--- src/design/ecc_pkg.sv ---
`default_nettype none

package ecc_pkg;

	//////////////////////////////
	// Page geometry
	//////////////////////////////

	localparam int PAGE_BYTES = 128;
	localparam int IDX_BITS   = 7;

	// Bit pairs in the column code, one per column index bit
	localparam int COL_BITS   = 3;

	//////////////////////////////
	// Vector types
	//////////////////////////////

	typedef logic [7:0]            byte_t;
	typedef logic [IDX_BITS-1:0]   page_idx_t;
	typedef logic [7:0]            col_par_t;
	typedef logic [PAGE_BYTES-1:0] row_par_t;

	// Top two bits of each code are fixed at one
	typedef logic [2*COL_BITS+1:0] cp_t;
	typedef logic [2*IDX_BITS+1:0] rp_t;

	// Emit order is rp low, rp high, then cp
	typedef enum logic [1:0]
	{
		EMIT_IDLE,
		EMIT_RP_LO,
		EMIT_RP_HI,
		EMIT_CP
	} emit_state_t;

endpackage

`default_nettype wire

--- src/design/ecc_code_if.sv ---
`default_nettype none

interface ecc_code_if;

	logic           valid;
	logic           ready;
	ecc_pkg::cp_t   cp;
	ecc_pkg::rp_t   rp;

	modport src
	(
		output valid,
		output cp,
		output rp,
		input  ready
	);

	modport dst
	(
		input  valid,
		input  cp,
		input  rp,
		output ready
	);

endinterface

`default_nettype wire

--- src/design/ecc_page_if.sv ---
`default_nettype none

interface ecc_page_if;

	logic                valid;
	logic                ready;
	ecc_pkg::col_par_t   col_par;
	ecc_pkg::row_par_t   row_par;

	modport src
	(
		output valid,
		output col_par,
		output row_par,
		input  ready
	);

	modport dst
	(
		input  valid,
		input  col_par,
		input  row_par,
		output ready
	);

endinterface

`default_nettype wire

--- src/design/ecc_accum.sv ---
`default_nettype none

module ecc_accum (
	input  wire logic            clk,
	input  wire logic            rst,
	input  wire logic            in_valid,
	output logic                 in_ready,
	input  wire ecc_pkg::byte_t  in_data,
	ecc_page_if.src              page
);

	ecc_pkg::page_idx_t   cnt;
	ecc_pkg::col_par_t    col_acc;
	ecc_pkg::row_par_t    row_acc;
	ecc_pkg::col_par_t    col_next;
	ecc_pkg::row_par_t    row_next;
	logic                 last_idx;
	logic                 take;

	assign last_idx = (cnt == ecc_pkg::page_idx_t'(ecc_pkg::PAGE_BYTES - 1));
	assign take     = in_valid && in_ready;

	// Stall only the closing byte of a page while the previous snapshot waits
	assign in_ready = !(page.valid && !page.ready && last_idx);

	//////////////////////////////
	// Running parities
	//////////////////////////////

	assign col_next = col_acc ^ in_data;

	always_comb
	begin
		row_next      = row_acc;
		row_next[cnt] = ^in_data;
	end

	always_ff @(posedge clk or posedge rst)
	begin
		if (rst)
		begin
			cnt     <= '0;
			col_acc <= '0;
			row_acc <= '0;
		end
		else if (take)
		begin
			cnt <= cnt + 1'b1;
			if (last_idx)
			begin
				col_acc <= '0;
				row_acc <= '0;
			end
			else
			begin
				col_acc <= col_next;
				row_acc <= row_next;
			end
		end
	end

	//////////////////////////////
	// Finished page snapshot
	//////////////////////////////

	always_ff @(posedge clk or posedge rst)
	begin
		if (rst)
			page.valid <= 1'b0;
		else if (take && last_idx)
			page.valid <= 1'b1;
		else if (page.ready)
			page.valid <= 1'b0;
	end

	// Includes the closing byte itself
	always_ff @(posedge clk)
	begin
		if (take && last_idx)
		begin
			page.col_par <= col_next;
			page.row_par <= row_next;
		end
	end

endmodule

`default_nettype wire

--- src/design/ecc_emit.sv ---
`default_nettype none

module ecc_emit (
	input  wire logic      clk,
	input  wire logic      rst,
	ecc_code_if.dst        code,
	output logic           ecc_valid,
	input  wire logic      ecc_ready,
	output ecc_pkg::byte_t ecc_byte,
	output logic           ecc_last
);

	ecc_pkg::emit_state_t   state;
	ecc_pkg::cp_t           cp_q;
	ecc_pkg::rp_t           rp_q;
	logic                   load;

	// Take the next code while the cp byte leaves, so codes run back to back
	assign code.ready = (state == ecc_pkg::EMIT_IDLE) ||
		((state == ecc_pkg::EMIT_CP) && ecc_ready);
	assign load       = code.valid && code.ready;

	assign ecc_valid = (state != ecc_pkg::EMIT_IDLE);
	assign ecc_last  = (state == ecc_pkg::EMIT_CP);

	always_comb
	begin
		case (state)
			ecc_pkg::EMIT_RP_LO: ecc_byte = rp_q[7:0];
			ecc_pkg::EMIT_RP_HI: ecc_byte = rp_q[15:8];
			ecc_pkg::EMIT_CP:    ecc_byte = cp_q;
			default:             ecc_byte = '0;
		endcase
	end

	always_ff @(posedge clk or posedge rst)
	begin
		if (rst)
			state <= ecc_pkg::EMIT_IDLE;
		else
		begin
			case (state)
				ecc_pkg::EMIT_IDLE:
					if (load)
						state <= ecc_pkg::EMIT_RP_LO;
				ecc_pkg::EMIT_RP_LO:
					if (ecc_ready)
						state <= ecc_pkg::EMIT_RP_HI;
				ecc_pkg::EMIT_RP_HI:
					if (ecc_ready)
						state <= ecc_pkg::EMIT_CP;
				default:
					if (ecc_ready)
						state <= load ? ecc_pkg::EMIT_RP_LO : ecc_pkg::EMIT_IDLE;
			endcase
		end
	end

	always_ff @(posedge clk)
	begin
		if (load)
		begin
			cp_q <= code.cp;
			rp_q <= code.rp;
		end
	end

endmodule

`default_nettype wire

--- src/design/ecc_fold.sv ---
`default_nettype none

module ecc_fold (
	input  wire logic  clk,
	input  wire logic  rst,
	ecc_page_if.dst    page,
	ecc_code_if.src    code
);

	ecc_pkg::cp_t   cp_fold;
	ecc_pkg::rp_t   rp_fold;

	// Output register empty or being taken this cycle
	assign page.ready = !code.valid || code.ready;

	// Even bit of a pair collects indices with bit k clear, odd bit those with it set
	always_comb
	begin
		cp_fold = '0;
		rp_fold = '0;
		for (int k = 0; k < ecc_pkg::IDX_BITS; k++)
		begin
			for (int i = 0; i < ecc_pkg::PAGE_BYTES; i++)
			begin
				if (i[k])
					rp_fold[2*k+1] = rp_fold[2*k+1] ^ page.row_par[i];
				else
					rp_fold[2*k] = rp_fold[2*k] ^ page.row_par[i];
			end
		end
		for (int k = 0; k < ecc_pkg::COL_BITS; k++)
		begin
			for (int j = 0; j < $bits(ecc_pkg::col_par_t); j++)
			begin
				if (j[k])
					cp_fold[2*k+1] = cp_fold[2*k+1] ^ page.col_par[j];
				else
					cp_fold[2*k] = cp_fold[2*k] ^ page.col_par[j];
			end
		end
		cp_fold[2*ecc_pkg::COL_BITS+1 -: 2] = 2'b11;
		rp_fold[2*ecc_pkg::IDX_BITS+1 -: 2] = 2'b11;
	end

	always_ff @(posedge clk or posedge rst)
	begin
		if (rst)
			code.valid <= 1'b0;
		else if (page.valid && page.ready)
			code.valid <= 1'b1;
		else if (code.ready)
			code.valid <= 1'b0;
	end

	always_ff @(posedge clk)
	begin
		if (page.valid && page.ready)
		begin
			code.cp <= cp_fold;
			code.rp <= rp_fold;
		end
	end

endmodule

`default_nettype wire

--- src/design/nand_ecc_gen.sv ---
`default_nettype none

module nand_ecc_gen (
	input  wire logic            clk,
	input  wire logic            rst,

	// Page bytes in
	input  wire logic            in_valid,
	output logic                 in_ready,
	input  wire ecc_pkg::byte_t  in_data,

	// Code bytes out, rp low first
	output logic                 ecc_valid,
	input  wire logic            ecc_ready,
	output ecc_pkg::byte_t       ecc_byte,
	output logic                 ecc_last
);

	ecc_page_if page_if ();
	ecc_code_if code_if ();

	//////////////////////////////
	// Pipeline stages
	//////////////////////////////

	ecc_accum u_accum (
		.clk      (clk),
		.rst      (rst),
		.in_valid (in_valid),
		.in_ready (in_ready),
		.in_data  (in_data),
		.page     (page_if.src)
	);

	ecc_fold u_fold (
		.clk  (clk),
		.rst  (rst),
		.page (page_if.dst),
		.code (code_if.src)
	);

	ecc_emit u_emit (
		.clk       (clk),
		.rst       (rst),
		.code      (code_if.dst),
		.ecc_valid (ecc_valid),
		.ecc_ready (ecc_ready),
		.ecc_byte  (ecc_byte),
		.ecc_last  (ecc_last)
	);

endmodule

`default_nettype wire

--- config.mk ---
export PLATFORM = sky130hd
export DESIGN_NAME = nand_ecc_gen
export DESIGN_NICKNAME = d
export VERILOG_FILES = /design/src/design/ecc_pkg.sv /design/src/design/ecc_code_if.sv /design/src/design/ecc_page_if.sv /design/src/design/ecc_accum.sv /design/src/design/ecc_emit.sv /design/src/design/ecc_fold.sv /design/src/design/nand_ecc_gen.sv
export SDC_FILE = /design/constraint.sdc
export NUM_CORES = 1
export LEC_CHECK = 0
export BUFFER_PORTS_ARGS = -buffer_cell sky130_fd_sc_hd__buf_2
export CORE_ASPECT_RATIO = 0.6
export CORE_MARGIN = 1.5
export CORE_UTILIZATION = 27
export CTS_CLUSTER_SIZE = 10
export DETAILED_ROUTE_END_ITERATION = 10
export GPL_TIMING_DRIVEN = 1
export PLACE_DENSITY = 0.43
export RECOVER_POWER = 25
export REMOVE_ABC_BUFFERS = 1
export SLEW_MARGIN = 5
export SYNTH_ARGS = -nofsm -noshare
export SYNTH_HDL_FRONTEND = slang
export SYNTH_SLANG_ARGS = --single-unit
--- constraint.sdc ---
create_clock -name clk -period 8.1 [get_ports clk]
set_input_delay 0 -clock clk [delete_from_list [all_inputs] [get_ports clk]]
set_output_delay 0 -clock clk [all_outputs]
set_load 0.1 [all_outputs]
==> run_results.csv, run 1 <==
group,metric,value,unit
sta,tightest_slew,4.61,ns
sta,final-max-slew-violation-count,91,
outcome,status,"finished with violations",
routing,drt-total-wl,64.8,mm
grt,grt_max_degree,91,
cells_and_area,drive_gt1_frac,0.0678,
placed_design,port_buffers,22,
yosys,synth.avg_cell_area,11.2,um2
sta,fin_crit_sh,0.462,
cells_and_area,final_cell_mix,"o21ai_0 (509), xnor2_1 (198), edfxtp_1 (176), dfrtp_1 (147), a21oi_1 (131)",
routing,ant_nets,0,
sta,max_freq,267,MHz
clock_tree,cts_buffers,38,
power_and_ir_drop,p_per_area,251,nW/um2
clock_tree,clock_sinks,323,
sta,finalSetupViolations,0,
die,start_util,0.275,
cells_and_area,diodes,0,
die,die_y,200,um
cells_and_area,fin_cells,2402,
die,die_w,331,um
sta,skew,0.0314,ns
power_and_ir_drop,p_leak,7.32,nW
critical_path,path_max_fanout,90,
clock_tree,cts-htree-levels,2,
die,die_area,66100,um2
routing,vias,13000,
yosys,post_synth_num_cell_types,39,
die,rows,71,
clock_tree,root_buffer,"clkbuf_16",
clock_tree,post_cts_resized,0,
routing,wire_per_inst,27.0,um
critical_path,crit_type,"in2async",
cells_and_area,final_util,0.310,
yosys,synth-edff-count,176,
yosys,ys_seq_area_frac,0.515,
clock_tree,postCtsSetupRepairBufs,0,
sta,finalCriticalPeriod,3.75,ns
critical_path,startpoint_type,"input port",
cells_and_area,nets,1552,
yosys,synthCells,1556,
placed_design,dp_cells,2323,
routing,drc,0,
sta,slew_headroom,-2.09,
grt,grt_pass1_vias,12500,
sta,hold_viol_final,0,
clock_tree,cts_hold_buffers,11,
yosys,synthArstFlopShare,0.455,
routing,drt_first_pass_iters,6,
routing,drt_iter0_markers,1656,
critical_path,required,8.66,ns
placed_design,dp_hpwl,44.6,mm
placed_design,gp_congestion,0.881,
sta,rsz0062_at_grt,"no",
min_path,hold_class,"in2reg",
clock_tree,cts_tree,"yes",
outcome,violations,"max-capacitance violations, max-slew violations",
clock_tree,cts.clk_slew.worst_paths,0.06,ns
cells_and_area,syn2layout_area_growth,12.5,%
power_and_ir_drop,fin_total_pwr,4.92,mW
placed_design,dpl_cell_area,18400,um2
grt,antenna_found_initial,1,
grt,grt_use_total,0.195,
cells_and_area,final_common_cell,"o21ai_0",
clock_tree,clock_path_buffers,3,
job,cap_violations,1,
cells_and_area,design_area,19600,um2
die,core,63300,um2
yosys,syn_area,17400,um2
yosys,yosysWarnings,0,
clock_tree,clk_latency,0.57,ns
grt,grt_pass1_wl,91.7,mm
grt,overflow,0,
yosys,synth_seq_cells,323,
critical_path,endpoint_kind,"asynchronous set/reset pin",
routing,via_per_inst,5.40,
yosys,synthFlopType,"edfxtp_1",
power_and_ir_drop,vdd_drop_max,0.158,mV
die,num_io_pins,23,
critical_path,cp_data_arrival_time,4.30,ns
## per-layer routing
layer  global-route usage  vias to the layer above  share of wire
met2                0.247                      631           0.37
met3               0.0661                       97           0.11
met5                    0                        -              0
met1                0.307                     6676           0.49
li1                     -                     5557              -
met4               0.0483                        0          0.025
## flip-flops by register name, indices dropped and copies added, names as in the netlist
signal and flops:
u_accum.row_acc 128, u_accum.page.row_par 128, u_accum.col_acc 8, u_emit.cp_q 6
u_fold.code.cp 6, u_accum.page.col_par 8, u_emit.rp_q 14, u_fold.code.valid 1
u_accum.page.valid 1, u_emit.state 2, u_accum.cnt 7, u_fold.code.rp 14
## Yosys cell counts (2+ instances only)
library cell / instances / share of area
a222oi_1: 6 / 0.0034
nand3_1: 15 / 0.0043
o21ai_1: 5 / 0.0014
xor3_1: 5 / 0.0068
xnor3_1: 72 / 0.093
nor3_1: 9 / 0.0026
clkbuf_1: 97 / 0.021
edfxtp_1: 176 / 0.30
or2_2: 2 / 0.00072
nand2b_1: 5 / 0.0018
o21ai_0: 510 / 0.15
a22o_1: 8 / 0.0040
nor3b_1: 2 / 0.00086
xor2_1: 48 / 0.024
or3b_1: 2 / 0.0010
inv_1: 4 / 0.00086
nor2_1: 25 / 0.0054
xnor2_1: 198 / 0.10
dfrtp_1: 147 / 0.21
a21oi_1: 131 / 0.038
buf_2: 9 / 0.0026
mux2_2: 2 / 0.0013
ha_1: 5 / 0.0036
and2_1: 4 / 0.0014
nor2b_1: 5 / 0.0018
buf_1: 9 / 0.0019
xnor2_2: 3 / 0.0028
and3_1: 3 / 0.0011
nand2_1: 39 / 0.0084
## power breakdown
part	switching (mW)	internal (mW)	total [mW]
clock	0.717	0.911	1.63
combinational	1.13	0.241	1.37
sequential	0.105	1.82	1.92
total	1.95	2.97	4.92
## final timing paths
check / startpoint / endpoint / slack (ns) / depth (start not counted)
worst max-delay path: rst / u_accum.row_acc[33] / 4.35 / 4
worst min-delay path: in_data[6] / u_accum.page.col_par[6] / 0.36 / 3
worst max register to register: u_emit.state[0] / u_accum.row_acc[17] / 4.38 / 9
worst min register to register: u_fold.code.rp[10] / u_emit.rp_q[10] / 0.42 / 0
max in group clk: u_emit.state[0] / u_accum.row_acc[17] / 4.38 / 9
min in group asynchronous: rst / u_accum.row_acc[114] / 1.40 / 3
## metrics by stage
step                hold slack (ns)  setup slack (ns)  setup TNS, ns
floorplan                     0.113             -4.92        -673.06
global placement              0.278              4.40              0
detailed placement            0.277              4.41              0
CTS                           0.225              4.40              0
global route                  0.365              3.65              0
finish                        0.355              4.35              0
## critical path, stage by stage
cell	delay (ns)
dlygate4sd3_1	0.53
buf_2	0.12
clkinvlp_2	2.56
buf_4	0.97
## layout make-up
cell class                      count  area [um2]
Tap cell                          839        1050
Fill cell                        6498       43700
Inverter                            4        16.3
Clock inverter                      3        32.5
Clock buffer                       65        1080
Multi-Input combinational cell   1114        8070
Timing Repair Buffer               54         378
Sequential cell                   323        8960
## cell families after synthesis
group           count (synthesis)  share of synthesized area
mux                             2                    0.00129
simple gates                  116                     0.0314
compound gates                663                      0.194
buf+inv                       119                     0.0263
flops                         323                      0.515
xor+xnor                      328                      0.229
fa+ha+maj                       5                    0.00359
(Power assumes the default switching activity.)
==> run 2: changes to the inputs <==
--- a/config.mk
+++ b/config.mk
@@ -12,7 +12,7 @@
 export CTS_CLUSTER_SIZE = 10
 export DETAILED_ROUTE_END_ITERATION = 10
 export GPL_TIMING_DRIVEN = 1
-export PLACE_DENSITY = 0.43
+export PLACE_DENSITY = 0.42
 export RECOVER_POWER = 25
 export REMOVE_ABC_BUFFERS = 1
 export SLEW_MARGIN = 5
==> constraint.sdc (replaced) <==
create_clock -name clk -period 3.7 [get_ports clk]
set_input_delay 0 -clock clk [delete_from_list [all_inputs] [get_ports clk]]
set_output_delay 0 -clock clk [all_outputs]
set_load 0.1 [all_outputs]
==> run_results.csv, run 2 (synthesis gave the netlist of run 1 again) <==
group,metric,value,unit
cells_and_area,seqCellArea,8960,um2
sta,timing.hold.ws,0.356,ns
grt,antenna_found_initial,3,
placed_design,dp_cells,2368,
power_and_ir_drop,p_per_area,544,nW/um2
critical_path,required,4.14,ns
die,core,63300,um2
cells_and_area,reg.largest.list,"u_accum.page.row_par x128, u_accum.row_acc x128",
cells_and_area,multi_input_area,8080,um2
grt,grt_use_total,0.204,
sta,final-max-slew-violation-count,82,
critical_path,cp_data_arrival_time,3.40,ns
clock_tree,postCtsSetupRepairBufs,0,
die,num_io_pins,23,
clock_tree,cts-htree-levels,2,
cells_and_area,fin_cells,2446,
clock_tree,cts_hold_buffers,11,
grt,grt_pass1_vias,12600,
sta,finalSetupViolations,0,
outcome,status,"finished with violations",
cells_and_area,diodes,0,
clock_tree,cts.clk_slew.worst_paths,0.06,ns
clock_tree,clock_path_buffers,3,
critical_path,endpoint_kind,"register",
placed_design,gp_congestion,0.855,
critical_path,slowest_stage,"dfrtp_1",
sta,skew,0.0279,ns
min_path,hold_class,"in2reg",
sta,tightest_slew,1.97,ns
critical_path,cpPeakStageDelay,0.59,ns
cells_and_area,nets,1597,
power_and_ir_drop,p_leak,7.55,nW
critical_path,cp_common_cell,"nand3_1",
routing,drt_first_pass_iters,7,
cells_and_area,final_cell_mix,"o21ai_0 (509), xnor2_1 (198), edfxtp_1 (176), dfrtp_1 (147), a21oi_1 (131)",
placed_design,dp_hpwl,48.0,mm
placed_design,port_buffers,22,
grt,grt_pass1_wl,95.3,mm
power_and_ir_drop,fin_total_pwr,10.9,mW
critical_path,path_max_fanout,16,
critical_path,startpoint_type,"register",
die,die_area,66100,um2
cells_and_area,final_common_cell,"o21ai_0",
sta,max_freq,338,MHz
die,start_util,0.275,
grt,overflow,0,
sta,finalCriticalPeriod,2.95,ns
routing,wire_per_inst,27.4,um
die,die_y,200,um
clock_tree,clk_latency,0.56,ns
clock_tree,cts_tree,"yes",
routing,via_per_inst,5.32,
cells_and_area,design_area,20000,um2
cells_and_area,nFillCells,6479,
clock_tree,post_cts_resized,0,
job,cap_violations,1,
clock_tree,clock_sinks,323,
clock_tree,root_buffer,"clkbuf_16",
sta,hold_viol_final,0,
die,rows,71,
sta,slew_headroom,-0.315,
sta,fin_crit_sh,0.798,
critical_path,crit_type,"reg2reg",
sta,rsz0062_at_grt,"no",
placed_design,dpl_cell_area,18800,um2
routing,drt-total-wl,67.1,mm
grt,grt_max_degree,140,
sta,tns,0,ns
die,die_w,331,um
routing,ant_nets,0,
clock_tree,cts_buffers,38,
routing,vias,13000,
critical_path,path_cells,"ha_1 -> and3_1 -> nand3_1 -> and2_1 -> nand3_1 -> buf_4 -> o21ai_0",
cells_and_area,syn2layout_area_growth,14.7,%
outcome,violations,"max-capacitance violations, max-slew violations",
cells_and_area,drive_gt1_frac,0.0946,
routing,drt_iter0_markers,1662,
power_and_ir_drop,vdd_drop_max,0.284,mV
routing,drc,0,
run 2: cell count changes in the layout (fill, tap and decap cells not counted), moves of 2 or more:
cell,previous run,this run
nor3_2,5,7
buf_12,0,4
buf_4,21,61
nor3_1,4,2
run 2: final cells by class:
cell class | count | area share
sequential | 323 | 0.449
multi-input combinational | 1114 | 0.404
inverter | 4 | 0.000939
clock inverter | 1 | 0.000438
tap | 839 | 0.0525
timing repair buffer | 99 | 0.0383
clock buffer | 66 | 0.0549
run 2: critical path, delay by kind of cell, from the launching register on:
kind            cells  cell delay (ns)
fa+ha+maj           1             0.33
compound gates      1             0.21
simple gates        4             1.39
buf+inv             1             0.32
flops               1             0.59
run 2: path summary, 6_finish.rpt:
check	slack (ns)	depth (start not counted)	to	from
max	0.75	7	u_accum.row_acc[12]	u_accum.cnt[1]
min in group asynchronous	0.57	3	u_accum.row_acc[114]	rst
min reg2reg	0.41	0	u_emit.rp_q[13]	u_fold.code.rp[13]
min	0.36	3	u_accum.page.col_par[2]	in_data[2]
max reg2reg	0.75	7	u_accum.row_acc[12]	u_accum.cnt[1]
max in group asynchronous	1.03	4	u_accum.row_acc[20]	rst
run 2: layer usage:
metal / share of wire / wire [um] / track usage / up-vias
met5: 0.00019 / 13 / 0 / -
met4: 0.020 / 1330 / 0.0426 / 2
met3: 0.11 / 7060 / 0.0654 / 85
met2: 0.36 / 24300 / 0.251 / 607
met1: 0.51 / 34300 / 0.332 / 6660
li1: - / - / - / 5655
run 2: through the flow:
stage,setup WS (ns),util
2_1_floorplan,-9.32,-
3_3_place_gp,0.799,0.297
3_5_place_dp,0.780,0.297
4_1_cts,0.758,0.316
5_1_grt,0.561,0.316
6_report,0.746,0.316
run 2: power breakdown:
part / leakage (nW) / switching [mW] / total, mW / internal [mW]
clock: 0.529 / 1.54 / 3.54 / 2.00
sequential: 3.63 / 0.254 / 4.23 / 3.98
combinational: 3.38 / 2.46 / 3.09 / 0.624
total: 7.55 / 4.26 / 10.9 / 6.61
